File: src/hw/matrix_pkg.sv
////////////////////////////////////////
// Shared types and default sizes for the
// element-wise matrix multiplier
// Unsigned operands only
// Defaults are overridden at the top level
////////////////////////////////////////

package matrix_pkg;

  ////////////////////////////////////////
  // Default sizes
  ////////////////////////////////////////

  // Operand word width, two or more bits
  localparam int DEFAULT_DATA_SIZE = 16;

  // Loop index width, matrices up to 2**N per side
  localparam int DEFAULT_CONTROL_SIZE = 8;

  ////////////////////////////////////////
  // Control FSM
  ////////////////////////////////////////

  localparam int CTRL_STATE_BITS = 2;

  // Idle until start, then one element in flight at a time
  typedef enum logic [CTRL_STATE_BITS-1:0] {
    // Waiting for start
    CTRL_IDLE     = 2'd0,
    // Waiting for both operands of the current element
    CTRL_ACCEPT   = 2'd1,
    // Product in the multiplier pipe
    CTRL_MULTIPLY = 2'd2
  } ctrl_state_e;

endpackage

File: src/hw/mul_if.sv
////////////////////////////////////////
// Link between operand capture, element
// multiplier and control FSM
// issue and done are one-cycle pulses
////////////////////////////////////////

`timescale 1ns/10ps

interface mul_if #(
  parameter int DATA_SIZE = matrix_pkg::DEFAULT_DATA_SIZE
) ();

  // Operand pair and its start pulse
  logic                 issue;
  logic [DATA_SIZE-1:0] a;
  logic [DATA_SIZE-1:0] b;

  // Split product and its valid pulse
  logic [DATA_SIZE-1:0] product_lo;
  logic [DATA_SIZE-1:0] product_hi;
  logic                 done;

  // Capture side
  modport capture(output issue, output a, output b);

  // Multiplier side
  modport mult(input issue, input a, input b, output product_lo, output product_hi, output done);

  // Control only watches the pulses
  modport ctrl(input issue, input done);

endinterface

File: src/hw/element_multiplier.sv
////////////////////////////////////////
// Two-stage unsigned multiplier
// Stage 1 registers the operands on issue
// Stage 2 forms the double-width product
// done follows issue by two cycles
// Words hold until the next pair arrives
////////////////////////////////////////

`timescale 1ns/10ps

module element_multiplier #(
  parameter int DATA_SIZE = matrix_pkg::DEFAULT_DATA_SIZE
) (
  input  logic CLK,
  input  logic RST,

  // Operands in, product out
  mul_if.mult  mul
);

  localparam int PRODUCT_SIZE = 2 * DATA_SIZE;

  ////////////////////////////////////////
  // Signals
  ////////////////////////////////////////

  // Stage 1
  logic [DATA_SIZE-1:0] a_q;
  logic [DATA_SIZE-1:0] b_q;
  logic                 valid_s1;

  // Stage 2
  logic [PRODUCT_SIZE-1:0] product_q;
  logic                    valid_s2;

  ////////////////////////////////////////
  // Valid pipe
  ////////////////////////////////////////

  always_ff @(posedge CLK or posedge RST) begin
    if (RST) begin
      valid_s1 <= 1'b0;
      valid_s2 <= 1'b0;
    end else begin
      valid_s1 <= mul.issue;
      valid_s2 <= valid_s1;
    end
  end

  ////////////////////////////////////////
  // Data pipe
  ////////////////////////////////////////

  always_ff @(posedge CLK) begin
    // Operands taken with the issue pulse
    if (mul.issue) begin
      a_q <= mul.a;
      b_q <= mul.b;
    end

    // Full-width unsigned product, no truncation
    if (valid_s1) begin
      product_q <= PRODUCT_SIZE'(a_q) * PRODUCT_SIZE'(b_q);
    end
  end

  // Low word is the result, high word the overflow
  assign mul.product_lo = product_q[DATA_SIZE-1:0];
  assign mul.product_hi = product_q[PRODUCT_SIZE-1:DATA_SIZE];
  assign mul.done       = valid_s2;

endmodule

File: src/hw/matrix_integer_multiplier.sv
////////////////////////////////////////
// Element-wise unsigned matrix multiplier
// DATA_OUT(i,j) = A(i,j) * B(i,j)
// data_out gets the low product word,
// overflow_out the high one
// Outputs never stall, strobes are pulses
////////////////////////////////////////

`timescale 1ns/10ps

module matrix_integer_multiplier #(
  parameter int DATA_SIZE    = matrix_pkg::DEFAULT_DATA_SIZE,
  parameter int CONTROL_SIZE = matrix_pkg::DEFAULT_CONTROL_SIZE
) (
  input  logic                 CLK,
  input  logic                 RST,

  // Control
  input  logic                 start,
  output logic                 ready,

  input  logic                 data_a_in_i_enable,
  input  logic                 data_a_in_j_enable,
  input  logic                 data_b_in_i_enable,
  input  logic                 data_b_in_j_enable,
  output logic                 data_out_i_enable,
  output logic                 data_out_j_enable,

  // Data
  input  logic [DATA_SIZE-1:0] size_i_in,
  input  logic [DATA_SIZE-1:0] size_j_in,
  input  logic [DATA_SIZE-1:0] data_a_in,
  input  logic [DATA_SIZE-1:0] data_b_in,

  output logic [DATA_SIZE-1:0] data_out,
  output logic [DATA_SIZE-1:0] overflow_out
);

  logic accept;
  logic row_first;

  // Capture, multiplier and control link
  mul_if #(.DATA_SIZE(DATA_SIZE)) mul_bus ();

  matrix_multiplier_ctrl #(
    .DATA_SIZE   (DATA_SIZE),
    .CONTROL_SIZE(CONTROL_SIZE)
  ) ctrl_i (
    .CLK              (CLK),
    .RST              (RST),
    .start            (start),
    .size_i_in        (size_i_in),
    .size_j_in        (size_j_in),
    .accept           (accept),
    .row_first        (row_first),
    .ready            (ready),
    .data_out_i_enable(data_out_i_enable),
    .data_out_j_enable(data_out_j_enable),
    .mul              (mul_bus.ctrl)
  );

  operand_capture #(.DATA_SIZE(DATA_SIZE)) capture_i (
    .CLK               (CLK),
    .RST               (RST),
    .accept            (accept),
    .row_first         (row_first),
    .data_a_in_i_enable(data_a_in_i_enable),
    .data_a_in_j_enable(data_a_in_j_enable),
    .data_b_in_i_enable(data_b_in_i_enable),
    .data_b_in_j_enable(data_b_in_j_enable),
    .data_a_in         (data_a_in),
    .data_b_in         (data_b_in),
    .mul               (mul_bus.capture)
  );

  element_multiplier #(.DATA_SIZE(DATA_SIZE)) mult_i (
    .CLK(CLK),
    .RST(RST),
    .mul(mul_bus.mult)
  );

  // Result words, aligned with data_out_j_enable
  always_ff @(posedge CLK or posedge RST) begin
    if (RST) begin
      data_out     <= '0;
      overflow_out <= '0;
    end else if (mul_bus.done) begin
      data_out     <= mul_bus.product_lo;
      overflow_out <= mul_bus.product_hi;
    end
  end

endmodule

File: src/hw/matrix_multiplier_ctrl.sv
////////////////////////////////////////
// Control FSM for the element-wise product
// Row and column loops over size_i_in and
// size_j_in, each at most 2**CONTROL_SIZE
// Sizes must be held stable and nonzero
// while a matrix is in progress
// One element in flight, no back-pressure
////////////////////////////////////////

`timescale 1ns/10ps

module matrix_multiplier_ctrl #(
  parameter int DATA_SIZE    = matrix_pkg::DEFAULT_DATA_SIZE,
  parameter int CONTROL_SIZE = matrix_pkg::DEFAULT_CONTROL_SIZE
) (
  input  logic                 CLK,
  input  logic                 RST,

  // Run control
  input  logic                 start,
  input  logic [DATA_SIZE-1:0] size_i_in,
  input  logic [DATA_SIZE-1:0] size_j_in,

  // To operand capture
  output logic                 accept,
  output logic                 row_first,

  // Result strobes
  output logic                 ready,
  output logic                 data_out_i_enable,
  output logic                 data_out_j_enable,

  // Multiplier pulses
  mul_if.ctrl                  mul
);

  import matrix_pkg::*;

  ////////////////////////////////////////
  // Constants and signals
  ////////////////////////////////////////

  localparam logic [DATA_SIZE-1:0]    ONE_DATA     = 1;
  localparam logic [CONTROL_SIZE-1:0] ONE_CONTROL  = 1;
  localparam logic [CONTROL_SIZE-1:0] ZERO_CONTROL = '0;

  ctrl_state_e state;

  // Row and column loop indices
  logic [CONTROL_SIZE-1:0] index_i;
  logic [CONTROL_SIZE-1:0] index_j;

  // Last index of each loop
  logic [DATA_SIZE-1:0] last_i_index;
  logic [DATA_SIZE-1:0] last_j_index;

  logic last_row;
  logic last_col;

  ////////////////////////////////////////
  // Loop end detection
  ////////////////////////////////////////

  assign last_i_index = size_i_in - ONE_DATA;
  assign last_j_index = size_j_in - ONE_DATA;

  // Index widened or cut to the size word
  assign last_row = (DATA_SIZE'(index_i) == last_i_index);
  assign last_col = (DATA_SIZE'(index_j) == last_j_index);

  // Capture takes strobes only while waiting
  assign accept    = (state == CTRL_ACCEPT);
  // First element of a row uses the _i_enable strobes
  assign row_first = (index_j == ZERO_CONTROL);

  ////////////////////////////////////////
  // FSM
  ////////////////////////////////////////

  always_ff @(posedge CLK or posedge RST) begin
    if (RST) begin
      state             <= CTRL_IDLE;
      index_i           <= ZERO_CONTROL;
      index_j           <= ZERO_CONTROL;
      ready             <= 1'b0;
      data_out_i_enable <= 1'b0;
      data_out_j_enable <= 1'b0;
    end else begin
      // Output strobes last one cycle
      ready             <= 1'b0;
      data_out_i_enable <= 1'b0;
      data_out_j_enable <= 1'b0;

      case (state)
        CTRL_IDLE: begin
          if (start) begin
            index_i <= ZERO_CONTROL;
            index_j <= ZERO_CONTROL;
            state   <= CTRL_ACCEPT;
          end
        end

        CTRL_ACCEPT: begin
          // Pair complete, capture clears its flags on this edge
          if (mul.issue) begin
            state <= CTRL_MULTIPLY;
          end
        end

        CTRL_MULTIPLY: begin
          if (mul.done) begin
            data_out_j_enable <= 1'b1;
            data_out_i_enable <= last_col;
            ready             <= last_col && last_row;

            // Column first, then row
            if (last_col) begin
              index_j <= ZERO_CONTROL;
              if (!last_row) begin
                index_i <= index_i + ONE_CONTROL;
              end
            end else begin
              index_j <= index_j + ONE_CONTROL;
            end

            // Matrix finished, back to idle
            if (last_col && last_row) begin
              state <= CTRL_IDLE;
            end else begin
              state <= CTRL_ACCEPT;
            end
          end
        end

        default: begin
          state <= CTRL_IDLE;
        end
      endcase
    end
  end

endmodule

File: src/hw/operand_capture.sv
////////////////////////////////////////
// Holds one A and one B element
// Strobes count only while accept is high
// A repeated strobe overwrites the held word
// issue is high while both words are held
////////////////////////////////////////

`timescale 1ns/10ps

module operand_capture #(
  parameter int DATA_SIZE = matrix_pkg::DEFAULT_DATA_SIZE
) (
  input  logic                 CLK,
  input  logic                 RST,

  // From control
  input  logic                 accept,
  input  logic                 row_first,

  // Operand strobes
  input  logic                 data_a_in_i_enable,
  input  logic                 data_a_in_j_enable,
  input  logic                 data_b_in_i_enable,
  input  logic                 data_b_in_j_enable,

  // Operand words
  input  logic [DATA_SIZE-1:0] data_a_in,
  input  logic [DATA_SIZE-1:0] data_b_in,

  // Pair out to the multiplier
  mul_if.capture               mul
);

  logic                 a_strobe;
  logic                 b_strobe;
  logic                 a_held;
  logic                 b_held;
  logic [DATA_SIZE-1:0] a_word;
  logic [DATA_SIZE-1:0] b_word;

  // Row start uses the i strobes, the rest of the row the j strobes
  assign a_strobe = accept && (row_first ? data_a_in_i_enable : data_a_in_j_enable);
  assign b_strobe = accept && (row_first ? data_b_in_i_enable : data_b_in_j_enable);

  // Holding flags
  always_ff @(posedge CLK or posedge RST) begin
    if (RST) begin
      a_held <= 1'b0;
      b_held <= 1'b0;
    end else if (mul.issue) begin
      // Pair handed over, start clean for the next element
      a_held <= 1'b0;
      b_held <= 1'b0;
    end else begin
      if (a_strobe) a_held <= 1'b1;
      if (b_strobe) b_held <= 1'b1;
    end
  end

  // Operand words
  always_ff @(posedge CLK) begin
    if (a_strobe && !mul.issue) a_word <= data_a_in;
    if (b_strobe && !mul.issue) b_word <= data_b_in;
  end

  // One cycle, flags drop on the sampling edge
  assign mul.issue = a_held && b_held;
  assign mul.a     = a_word;
  assign mul.b     = b_word;

endmodule

File: config.mk
export PLATFORM = sky130hd
export DESIGN_NAME = matrix_integer_multiplier
export DESIGN_NICKNAME = d
export VERILOG_FILES = /design/src/hw/matrix_pkg.sv /design/src/hw/mul_if.sv /design/src/hw/element_multiplier.sv /design/src/hw/matrix_integer_multiplier.sv /design/src/hw/matrix_multiplier_ctrl.sv /design/src/hw/operand_capture.sv
export SDC_FILE = /design/constraint.sdc
export NUM_CORES = 1
export LEC_CHECK = 0
export BUFFER_PORTS_ARGS = -buffer_cell sky130_fd_sc_hd__buf_2
export CAP_MARGIN = 25
export CELL_PAD_IN_SITES_DETAIL_PLACEMENT = 0
export CELL_PAD_IN_SITES_GLOBAL_PLACEMENT = 2
export CORE_UTILIZATION = 45
export DETAILED_ROUTE_END_ITERATION = 8
export PLACE_DENSITY = 0.88
export SLEW_MARGIN = 10
export SYNTH_ARGS = -nofsm -noshare
export SYNTH_HDL_FRONTEND = slang
export SYNTH_SLANG_ARGS = --single-unit
File: constraint.sdc
create_clock -name CLK -period 11.15 [get_ports CLK]
set_clock_uncertainty 0.15 [all_clocks]
set_input_delay 1.115 -clock CLK [delete_from_list [all_inputs] [get_ports CLK]]
set_output_delay 1.115 -clock CLK [all_outputs]
set_load 0.01 [all_outputs]
* Yosys cells after proc, flatten, opt, wreduce, memory -nomap -nowiden
Index checks and enable logic that the tools add are counted.
Cells by class: $mul 1, add/subtract/negate cells 4, eq/ne operators 9, reductions and logical operators 15, mux-type cells 25
Operators by type and width (count):
- 8-bit 2-to-1 mux | 6
- 8-bit by 16-bit == test with 1-bit output | 2
- 16-bit by 16-bit multiplier with 32-bit output | 1
- 8-bit case mux with 2 select lines | 2
- 16-bit by 1-bit subtractor with 16-bit output (second input constant) | 2
- 8-bit by 1-bit adder with 8-bit output (second input constant) | 2
- 1-bit 2-to-1 mux | 13
- 8-bit logical NOT | 1
- 1-bit logical AND | 6
- 2-bit 2-to-1 mux | 3
- 2-bit by 1-bit inequality test with 1-bit output (second input constant) | 3
- 2-bit case mux with 3 select lines | 1
- 3-bit AND reduction | 2
- 2-bit nonzero test | 3
- 5-bit AND reduction | 1
- 2-bit inequality test (second input constant) | 2
- 2-bit by 1-bit == test with 1-bit output (second input constant) | 1
- 2-bit == test (second input constant) | 1
- 2-bit logical NOT | 1
- 1-bit logical NOT | 1
Word-level totals: flip-flop bits (word level) 153, word-level logic and storage cells 71, output and inout bits 35

* Depth between registers and ports, before layout
Gate-level depths: netlist of the first run.
word-level depth 6, gate-level depth with buffers 22, mapped depth without buffers 21

* Cells and area by module
Synthesis of the first run repeated with hierarchy kept, for this count alone.
Second synthesis, totals: cell total of the unflattened synthesis 1435, area total of the unflattened synthesis 15049.4 µm²
Modules (own cells, without submodules):
- element_multiplier | instances 1, cells each 1073, area an instance 10612.7 µm²
- matrix_multiplier_ctrl | instances 1, cells each 247, area an instance 1996.9 µm²
- matrix_integer_multiplier | instances 1, cells each 69, area an instance 1348.8 µm²
- operand_capture | instances 1, cells each 46, area an instance 1091.0 µm²

* Least setup slack after synthesis of the first run
OpenSTA, ideal clock, no wires.
path kind reg-to-reg, start register mult_i.b_q[1], end register mult_i.product_q[30] (data pin), setup time 261 ps, buffers on the path 1, stages on the path, launching flop included 21, setup slack 4564 ps, arrival 6176 ps, required time 10739 ps, cell sequence edfxtp_1 > clkbuf_1 > nand2_1 > fa_1 > fa_1 > fa_1 > fa_1 > inv_1 > fa_1 > inv_1 > fa_1 > inv_1 > ha_1 > and3_1 > a22o_1 > a31o_2 > a211o_1 > a31oi_1 > o31ai_1 > or2_2 > o311a_1
On the way: word-level cells in the longest chain between the ends 1
Ends and longest elaborated chain:
- start: declaration | line element_multiplier.sv:29 | logic [DATA_SIZE-1:0] b_q;
- start signal: assignment | line element_multiplier.sv:58 | b_q <= mul.b;
- 16-bit by 16-bit multiplier with 32-bit output | line element_multiplier.sv:63 | product_q <= PRODUCT_SIZE'(a_q) * PRODUCT_SIZE'(b_q);
- end signal: assignment | line element_multiplier.sv:63
- end: declaration | line element_multiplier.sv:33 | logic [PRODUCT_SIZE-1:0] product_q;
No other way between the ends. A chain may end at the register's enable or synchronous reset.

* Final worst setup path of the first run
start register mult_i.a_q[10], end register mult_i.product_q[30] (data pin)
On the way: word-level cells in the longest chain between the ends 1
Ends and longest elaborated chain:
- start: declaration | line element_multiplier.sv:28 | logic [DATA_SIZE-1:0] a_q;
- start signal: assignment | line element_multiplier.sv:57 | a_q <= mul.a;
- 16-bit by 16-bit multiplier with 32-bit output | line element_multiplier.sv:63
No other way between the ends.

==> metrics.yaml, run 1 <==
start_util: 0.458
hold_violations: 0
crit_fanout: 16
vias: 9700
finalSetupTns_ps: 0
wl_per_cell_um: 16.9
synthDistinctLibCells: 67
ant_nets: 0
netlist_area_mm2: 0.0145
dp_cells: 1837
die_h_um: 181
drive_gt1_frac: 0.128
synth_ff_type: "edfxtp_1"
netlist.area_leader.share: 0.268
yosysWarnings: 0
cts_max_path_buffers: 2
status: "completed"
synthTopCellsByArea: "fa_1 (27%), edfxtp_1 (20%), dfrtp_1 (9.8%)"
max-cap-violations: 0
clock_latency_ps: 440
hold_path_class: "reg2reg"
yosysTopAreaCell: "fa_1"
cts_max_level: 4
synth_edf_count: 96
portBuffers: 105
dieArea_mm2: 0.0329
grtUsageMet2: 0.341
post_cts_buffers: 0
synth_xor_area_frac: 0.0336
synth-compound-area-share: 0.0611
synth_seq_cells: 153
cts.sinks: 153
cts_root_buf: "clkbuf_16"
overflow: 0
drc: 0
synth_common_cells: "inv_1 (243), fa_1 (194), nand2_1 (163)"
crit_required_ps: 11190
hpwl_um: 24700
muxShareOfSynthArea: 0.0270
crit_arrival_ps: 7270
cp_top_family: "adder cells"
yosysMostFrequentCell: "inv_1"
cp_slowest_cell: "edfxtp_1"
synthCells: 1368
hold_ws_ps: 261
clk_pin_slew_ps: 70
gr-usage-all-layers: 0.203
worst_setup_path_start_kind: "flip-flop"
async_reset_ff_frac: 0.373
numCtsBuffers: 17
finalCritPeriodShare: 0.648
crit_top_cell: "fa_1"
timing.slew.headroom: 0.486
grtUsageMet3: 0.0339
grt_pass1_vias: 10100
critPathKind: "reg2reg"
grt_max_degree: 58
post_cts_resized: 0
grt_pass1_wl_um: 51900
synth_fa_ha_area_frac: 0.362
final_cells: 1869
core_mm2: 0.0316
critPathBufInv: 3
holdBufCountCts: 0
yosys.area_share.simple: 0.144
nNetsFinal: 1828
min_period_ps: 7230
area_growth_pct: 10.4
drt_wl_total_um: 31600
finalSetupViolCount: 0
met1_usage: 0.268
antenna_found_initial: 1
rows: 65
routabilityCongestion: 0.854
cp-end-kind: "flip-flop"
die_w_um: 181
vias_per_cell: 5.19
grt-busiest-layer: "met2"
tightest_slew_ps: 763
synth_top_family_by_area: "adder cells"
rsz0062_at_grt: "false"
max_freq_mhz: 138
postLayoutCoreUtil: 0.506
ys_seq_area_frac: 0.297
synth_fp_nets: 1742
diodes: 0
ios: 106
cpPeakStageDelay_ps: 780
avgSynthCellArea_um2: 10.6
dr.first_iter.drc_count: 484
maxSlewViolCount: 0
drtPass1Iterations: 5
path_cells: "nand2_1 > fa_1 > fa_1 > fa_1 > fa_1 > inv_1 > fa_1 > inv_1 > fa_1 > inv_1 > ha_1 > and3_1 > a22o_1 > a31o_2 > a211o_1 > a31oi_1 > o31ai_1 > or2_2 > o311a_1"
tritoncts: "yes"
cell usage in the layout (no fill, tap or decap), types with 3 or more instances in the layout:
cell	Yosys	layout
nor3_1	13	13
o41ai_1	3	3
nand2b_1	10	10
xor2_1	20	20
a21o_1	14	14
nor2_1	33	32
buf_2	1	105
nand4_1	5	5
or3_1	8	8
mux2_2	33	33
and3_1	7	7
clkinvlp_4	0	4
xnor2_1	33	33
a31oi_1	5	5
o32ai_1	3	3
fa_1	194	194
a211oi_1	9	9
nor4_1	6	6
inv_1	243	242
o21bai_1	4	4
nor4b_1	3	3
edfxtp_1	96	96
nor2b_1	6	6
nand3b_1	3	3
nand3_1	12	12
clkbuf_16	0	17
o21a_1	3	3
or4_1	6	6
o31ai_1	6	6
or2_2	4	4
a21oi_1	30	30
o22ai_1	3	3
and2_1	125	125
buf_4	0	5
nand2_1	163	163
ha_1	109	109
dfrtp_1	57	57
o21ai_0	18	18
cells by family after synthesis:
logic type      Yosys count
simple gates            410
buf+inv                 287
fa+ha+maj               303
mux                      35
xor+xnor                 54
compound gates          126
flops                   153
registers in the layout, indices dropped and copies added (netlist names), 2 cells and up:
register and count:
overflow_out 16, ctrl_i.index_i 8, capture_i.mul.a 16, ctrl_i.state 2, mult_i.a_q 16, ctrl_i.index_j 8
mult_i.product_q 32, capture_i.mul.b 16, mult_i.b_q 16, data_out 16
final cells by class:
class	instances	area, um^2
Sequential cell	153	4310
Clock buffer	19	433
Timing Repair Buffer	111	591
Inverter	243	912
Fill cell	2909	15600
Multi-Input combinational cell	928	9100
Tap cell	402	503
Clock inverter	13	146
metal layers:
layer	share of wire	vias up
li1	-	4575
met1	0.45	4877
met2	0.49	208
met3	0.040	40
met4	0.021	0
met5	0	-
worst paths after layout:
check,from,to,slack [ps],cells past startpoint
max,mult_i.a_q[10],mult_i.product_q[30],3920,19
min,capture_i.mul.b[14],mult_i.b_q[14],260,0
max reg2reg,mult_i.a_q[10],mult_i.product_q[30],3920,19
min reg2reg,capture_i.mul.b[14],mult_i.b_q[14],260,0
max in group asynchronous,RST,data_out[2],9610,3
min in group asynchronous,RST,ctrl_i.index_i[6],730,3
through the flow:
step / cell area, um^2 / worst slack [ps]
final: 16000 / 3920
after global routing: 16000 / 3640
after CTS: 16000 / 3880
after detailed placement: 15400 / 3910
after global placement: 15400 / 4010
after floorplan: 14500 / 4560
Power of run 1 is not shown: default switching activity piles up to over one toggle a cycle in this logic, so the estimate is an artifact.
==> inputs of run 2 (changes only) <==
--- a/config.mk
+++ b/config.mk
@@ -9,9 +9,9 @@
 export CAP_MARGIN = 25
 export CELL_PAD_IN_SITES_DETAIL_PLACEMENT = 0
 export CELL_PAD_IN_SITES_GLOBAL_PLACEMENT = 2
-export CORE_UTILIZATION = 45
+export CORE_UTILIZATION = 41
 export DETAILED_ROUTE_END_ITERATION = 8
-export PLACE_DENSITY = 0.88
+export PLACE_DENSITY = 0.82
 export SLEW_MARGIN = 10
 export SYNTH_ARGS = -nofsm -noshare
 export SYNTH_HDL_FRONTEND = slang
==> constraint.sdc (replaced) <==
create_clock -name CLK -period 6.73 [get_ports CLK]
set_clock_uncertainty 0.15 [all_clocks]
set_input_delay 0.673 -clock CLK [delete_from_list [all_inputs] [get_ports CLK]]
set_output_delay 0.673 -clock CLK [all_outputs]
set_load 0.01 [all_outputs]
==> run 2 against run 1 <==
Sequential cell count did not move. Highest routed layer unchanged. Core utilization fell by 3.0 points. Design area rose by 2.9%. Largest cell class unchanged.
==> metrics.yaml, run 2 (synthesized netlist as in run 1, its figures left out) <==
r2r-end: "mult_i.product_q[30]"
tightest_slew_ps: 736  # -26.9 ps
numCtsBuffers: 17  # unchanged
critPathBufInv: 4  # +1
drc: 0  # unchanged
crit_fanout: 6  # -10
diodes: 0  # unchanged
fillers: 3269  # +12%
rsz0062_at_grt: "true"
clock_latency_ps: 440  # about the same
worstRegToRegCells: 20  # +1
drt_wl_total_um: 32100  # +1.8%
max_freq_mhz: 153  # +10%
holdBufCountCts: 0  # unchanged
max-cap-violations: 0  # unchanged
vias: 9664  # -0.37%
grt-busiest-layer: "met2"
gr-usage-all-layers: 0.188  # -0.0149
largest_register: "mult_i.product_q"
finalCritPeriodShare: 0.974  # +0.326
crit_arrival_ps: 6590  # -680 ps
die_h_um: 190  # +4.7%
reg2reg_setup_slack_ps: 180  # -3750 ps
crit_required_ps: 6770  # -4420 ps
ant_nets: 0  # unchanged
clk_pin_slew_ps: 60  # about the same
final_common_cell: "inv_1"
area_growth_pct: 13.6
nNetsFinal: 1879  # +2.8%
final_cells: 1973  # +5.6%
cp-end-kind: "flip-flop"
cts_max_path_buffers: 2  # unchanged
cts_max_level: 4  # unchanged
dr.first_iter.drc_count: 377  # -22%
start_util: 0.418  # -0.0396
core_mm2: 0.0346  # +9.5%
grt_pass1_vias: 9897  # -1.8%
hpwl_um: 26600  # +7.9%
multi_input_area_mm2: 0.00912  # +0.21%
grtUsageMet3: 0.0339  # +0.0000472
cpPeakStageDelay_ps: 550  # -230 ps
tritoncts: "yes"
cp_slowest_cell: "fa_1"
hold_path_class: "in2reg"
die_w_um: 190  # +4.7%
wl_per_cell_um: 16.3  # -3.6%
register_area_mm2: 0.00431  # unchanged
antenna_found_initial: 0  # -1
grtUsageMet2: 0.292  # -0.0496
drive_gt1_frac: 0.160  # +0.0319
ios: 106  # unchanged
crit-reg2reg-launch: "mult_i.a_q[5]"
grt_pass1_wl_um: 52500  # +1.1%
min_period_ps: 6550  # -673 ps
critPathKind: "reg2reg"
portBuffers: 105  # unchanged
dp_cells: 1936  # +5.4%
path_cells: "and2_1 > fa_1 > inv_1 > fa_1 > fa_1 > fa_1 > inv_1 > fa_1 > inv_1 > fa_1 > inv_1 > ha_1 > and3_1 > a22o_1 > a31o_2 > a211o_1 > a31oi_2 > o31ai_1 > or2_2 > o311a_1"
dieArea_mm2: 0.0361  # +9.6%
maxSlewViolCount: 0  # unchanged
cts_root_buf: "clkbuf_16"
met1_usage: 0.264  # -0.00461
worst_hold_path.endpoint: "capture_i.mul.b[0]"
worst_setup_path_start_kind: "flip-flop"
status: "completed"
finalSetupViolCount: 0  # unchanged
routabilityCongestion: 0.832  # -2.6%
cp_top_family: "adder cells"
cts.sinks: 153  # unchanged
final_cell_mix: "inv_1 (242), fa_1 (194), nand2_1 (163), and2_1 (125), ha_1 (109)"
timing.slew.headroom: 0.503  # +0.0164
drtPass1Iterations: 5  # unchanged
rows: 68  # +4.6%
crit_top_cell: "fa_1"
min_from: "data_b_in[0]"
grt_max_degree: 58  # unchanged
largest_reg_flops: 32  # unchanged
overflow: 0  # unchanged
hold_violations: 0  # unchanged
holdPathStages: 1  # +1
vias_per_cell: 4.90  # -5.6%
==> run 2: layout make-up <==
class,instances,share of cell area
multi-input combinational,928,0.554
inverter,243,0.0554
timing repair buffer,162,0.0590
tap,455,0.0346
clock inverter,10,0.00433
sequential,153,0.262
clock buffer,22,0.0308
==> run 2: what timing repair did <==
item / 4_1_cts / 5_1_grt
setup buffers: 0 / 5
endpoints found under the setup margin: 0 / 7
gates resized for setup: 0 / 5
==> run 2: how the worst max path moves through the flow <==
stage	slack [ps]	start	cells after the start	end
4_1_cts	50	mult_i.a_q[5]	20	mult_i.product_q[30]
5_1_grt	-2	mult_i.b_q[4]	20	mult_i.product_q[30]
3_3_place_gp	170	mult_i.b_q[9]	20	mult_i.product_q[31]
3_5_place_dp	60	mult_i.a_q[5]	21	mult_i.product_q[28]
2_1_floorplan	140	mult_i.b_q[1]	20	mult_i.product_q[30]
6_report	180	mult_i.a_q[5]	20	mult_i.product_q[30]
==> run 2: stage by stage <==
step	util	setup slack, ps	hold slack (ps)	TNS (ps)	instance area, um^2
final	0.475	176	252	0	16500
after global routing	0.475	-2.21	226	-2.21	16500
after CTS	0.474	45.1	221	0	16400
after detailed placement	0.457	59.6	255	0	15800
after global placement	0.456	172	252	0	15800
after floorplan	-	144	250	0	14500
==> run 2: routing by layer <==
metal | up-vias | routed length, um
met5 | - | 0
met4 | 0 | 699
met3 | 40 | 1340
met2 | 210 | 14400
met1 | 4736 | 15700
li1 | 4678 | -
==> run 2: worst register-to-register path, stage by stage, from the launching register on <==
cell	delay [ps]
edfxtp_1	510
and2_1	220
fa_1	490
inv_1	60
fa_1	510
fa_1	460
fa_1	550
inv_1	50
fa_1	470
inv_1	50
fa_1	470
inv_1	40
ha_1	310
and3_1	210
a22o_1	230
a31o_2	240
a211o_1	340
a31oi_2	230
o31ai_1	140
or2_2	310
o311a_1	290
Power of run 2 is left out for the same reason.
==> inputs of run 3 (changes only) <==
--- a/config.mk
+++ b/config.mk
@@ -12,6 +12,7 @@
 export CORE_UTILIZATION = 41
 export DETAILED_ROUTE_END_ITERATION = 8
 export PLACE_DENSITY = 0.82
+export RECOVER_POWER = 25
 export SLEW_MARGIN = 10
 export SYNTH_ARGS = -nofsm -noshare
 export SYNTH_HDL_FRONTEND = slang
==> run 3 against run 2 <==
The flow now finishes with violations (max-capacitance violations, max-slew violations). Count of clock-buffer cells in the layout unchanged. Maximum frequency is essentially flat. Register-to-register slack is essentially flat. Highest routed layer unchanged. Non-clock buffer count unchanged. Global-route usage stayed put. Design area is essentially flat. Worst hold slack got worse by 0.52 ps.
==> metrics.yaml, run 3 (synthesized netlist as in run 1, its figures left out) <==
nNetsFinal: 1879  # unchanged
worst_setup_path_start_kind: "flip-flop"
antenna_found_initial: 0  # unchanged
vias: 9659  # -0.052%
cp_top_family: "adder cells"
hold_violations: 0  # unchanged
cts.sinks: 153  # unchanged
crit_fanout: 6  # unchanged
drt_wl_total_um: 32100  # about the same
max_freq_mhz: 153  # about the same
max-cap-violations: 2  # +2
critPathBufInv: 4  # unchanged
cts_root_buf: "clkbuf_16"
largest_reg_flops: 32  # unchanged
ios: 106  # unchanged
pre_cts_slack_ps: 59.6  # unchanged
holdBufCountCts: 0  # unchanged
tritoncts: "yes"
area_growth_pct: 13.5  # about the same
drtPass1Iterations: 5  # unchanged
postLayoutCoreUtil: 0.475  # about the same
cp_slowest_cell: "fa_1"
portBuffers: 105  # unchanged
finalSetupViolCount: 0  # unchanged
critPathKind: "reg2reg"
final_cell_mix: "inv_1 (243), fa_1 (194), nand2_1 (163), and2_1 (125), ha_1 (109)"
numCtsBuffers: 17  # unchanged
crit_top_cell: "fa_1"
dieArea_mm2: 0.0361  # unchanged
rows: 68  # unchanged
hold_ws_ps: 252  # -0.521 ps
violations: "max-capacitance violations, max-slew violations"
overflow: 0  # unchanged
grt_pass1_wl_um: 52500  # unchanged
status: "finished, violations left"
grt_pass1_vias: 9897  # unchanged
final_common_cell: "inv_1"
min_period_ps: 6550  # -3.37 ps
finalWorstSetupSlack_ps: 179  # +3.37 ps
grt_max_degree: 58  # unchanged
crit_arrival_ps: 6590  # about the same
cp-end-kind: "flip-flop"
dr.first_iter.drc_count: 353  # -6.4%
diodes: 0  # unchanged
vias_per_cell: 4.90  # about the same
core_mm2: 0.0346  # unchanged
clk_pin_slew_ps: 60  # about the same
tightest_slew_ps: 3120  # +2390 ps
clock_latency_ps: 440  # about the same
drc: 0  # unchanged
drive_gt1_frac: 0.158  # -0.00198
gr-usage-all-layers: 0.188  # unchanged
die_h_um: 190  # unchanged
timing.slew.headroom: -1.08  # -1.58
hold_path_class: "in2reg"
die_w_um: 190  # unchanged
maxSlewViolCount: 92  # +92
rsz0062_at_grt: "true"
stdcell_area_mm2: 0.0164  # about the same
dpl_cell_area_mm2: 0.0158  # unchanged
routabilityCongestion: 0.832  # unchanged
fillers: 3271  # +0.061%
cpPeakStageDelay_ps: 550  # about the same
largest_register: "mult_i.product_q"
wl_per_cell_um: 16.3  # about the same
crit_required_ps: 6770  # about the same
ant_nets: 0  # unchanged
cts_max_path_buffers: 2  # unchanged
path_cells: "and2_1 > fa_1 > inv_1 > fa_1 > fa_1 > fa_1 > inv_1 > fa_1 > inv_1 > fa_1 > inv_1 > ha_1 > and3_1 > a22o_1 > a31o_2 > a211o_1 > a31oi_2 > o31ai_1 > or2_2 > o311a_1"
cts_max_level: 4  # unchanged
hpwl_um: 26600  # unchanged
finalCritPeriodShare: 0.973  # about the same
start_util: 0.418  # unchanged
## run 3: layout make-up
type / instances / area, um^2 / share of cell area
tap: 455 / 569 / 0.0346
clock inverter: 10 / 71.3 / 0.00434
multi-input combinational: 928 / 9120 / 0.554
clock buffer: 22 / 507 / 0.0308
sequential: 153 / 4310 / 0.262
timing repair buffer: 162 / 963 / 0.0586
inverter: 243 / 912 / 0.0555
## run 3: what timing repair did
item | 4_1_cts | 5_1_grt
setup buffers | 0 | 5
setup endpoints to repair | 0 | 7
gates resized for setup | 0 | 5
endpoints found under the hold margin | 0 | 0
## run 3: path summary, 6_finish.rpt
kind | startpoint | to | slack [ps] | cells after the start
worst min-delay path | data_b_in[0] | capture_i.mul.b[0] | 250 | 1
worst min register to register | capture_i.mul.a[15] | mult_i.a_q[15] | 260 | 0
max in group asynchronous | RST | data_out[2] | 3400 | 3
min in group asynchronous | RST | overflow_out[1] | 1270 | 3
worst max register to register | mult_i.a_q[5] | mult_i.product_q[30] | 180 | 20
worst max-delay path | mult_i.a_q[5] | mult_i.product_q[30] | 180 | 20
## run 3: stage by stage
step / setup TNS (ps) / cells
after global routing: -2.21 / 1973
after detailed placement: 0 / 1936
after global placement: 0 / 1935
after CTS: 0 / 1968
final: 0 / 1973
after floorplan: 0 / 1368
## run 3: layer usage
| layer | wire (um) | GRT usage |
|---|---|---|
| met3 | 1420 | 0.0339 |
| met5 | 0 | 0 |
| met4 | 701 | 0.0679 |
| met1 | 15600 | 0.264 |
| met2 | 14400 | 0.292 |
## run 3: worst register-to-register path, cell delays in order, from the launching register on
cell      delay (ps)
edfxtp_1         510
and2_1           220
fa_1             490
inv_1             60
fa_1             500
fa_1             460
fa_1             550
inv_1             50
fa_1             470
inv_1             50
fa_1             470
inv_1             40
ha_1             310
and3_1           210
a22o_1           230
a31o_2           240
a211o_1          340
a31oi_2          230
o31ai_1          140
or2_2            310
o311a_1          290
Power of run 3 is left out for the same reason.
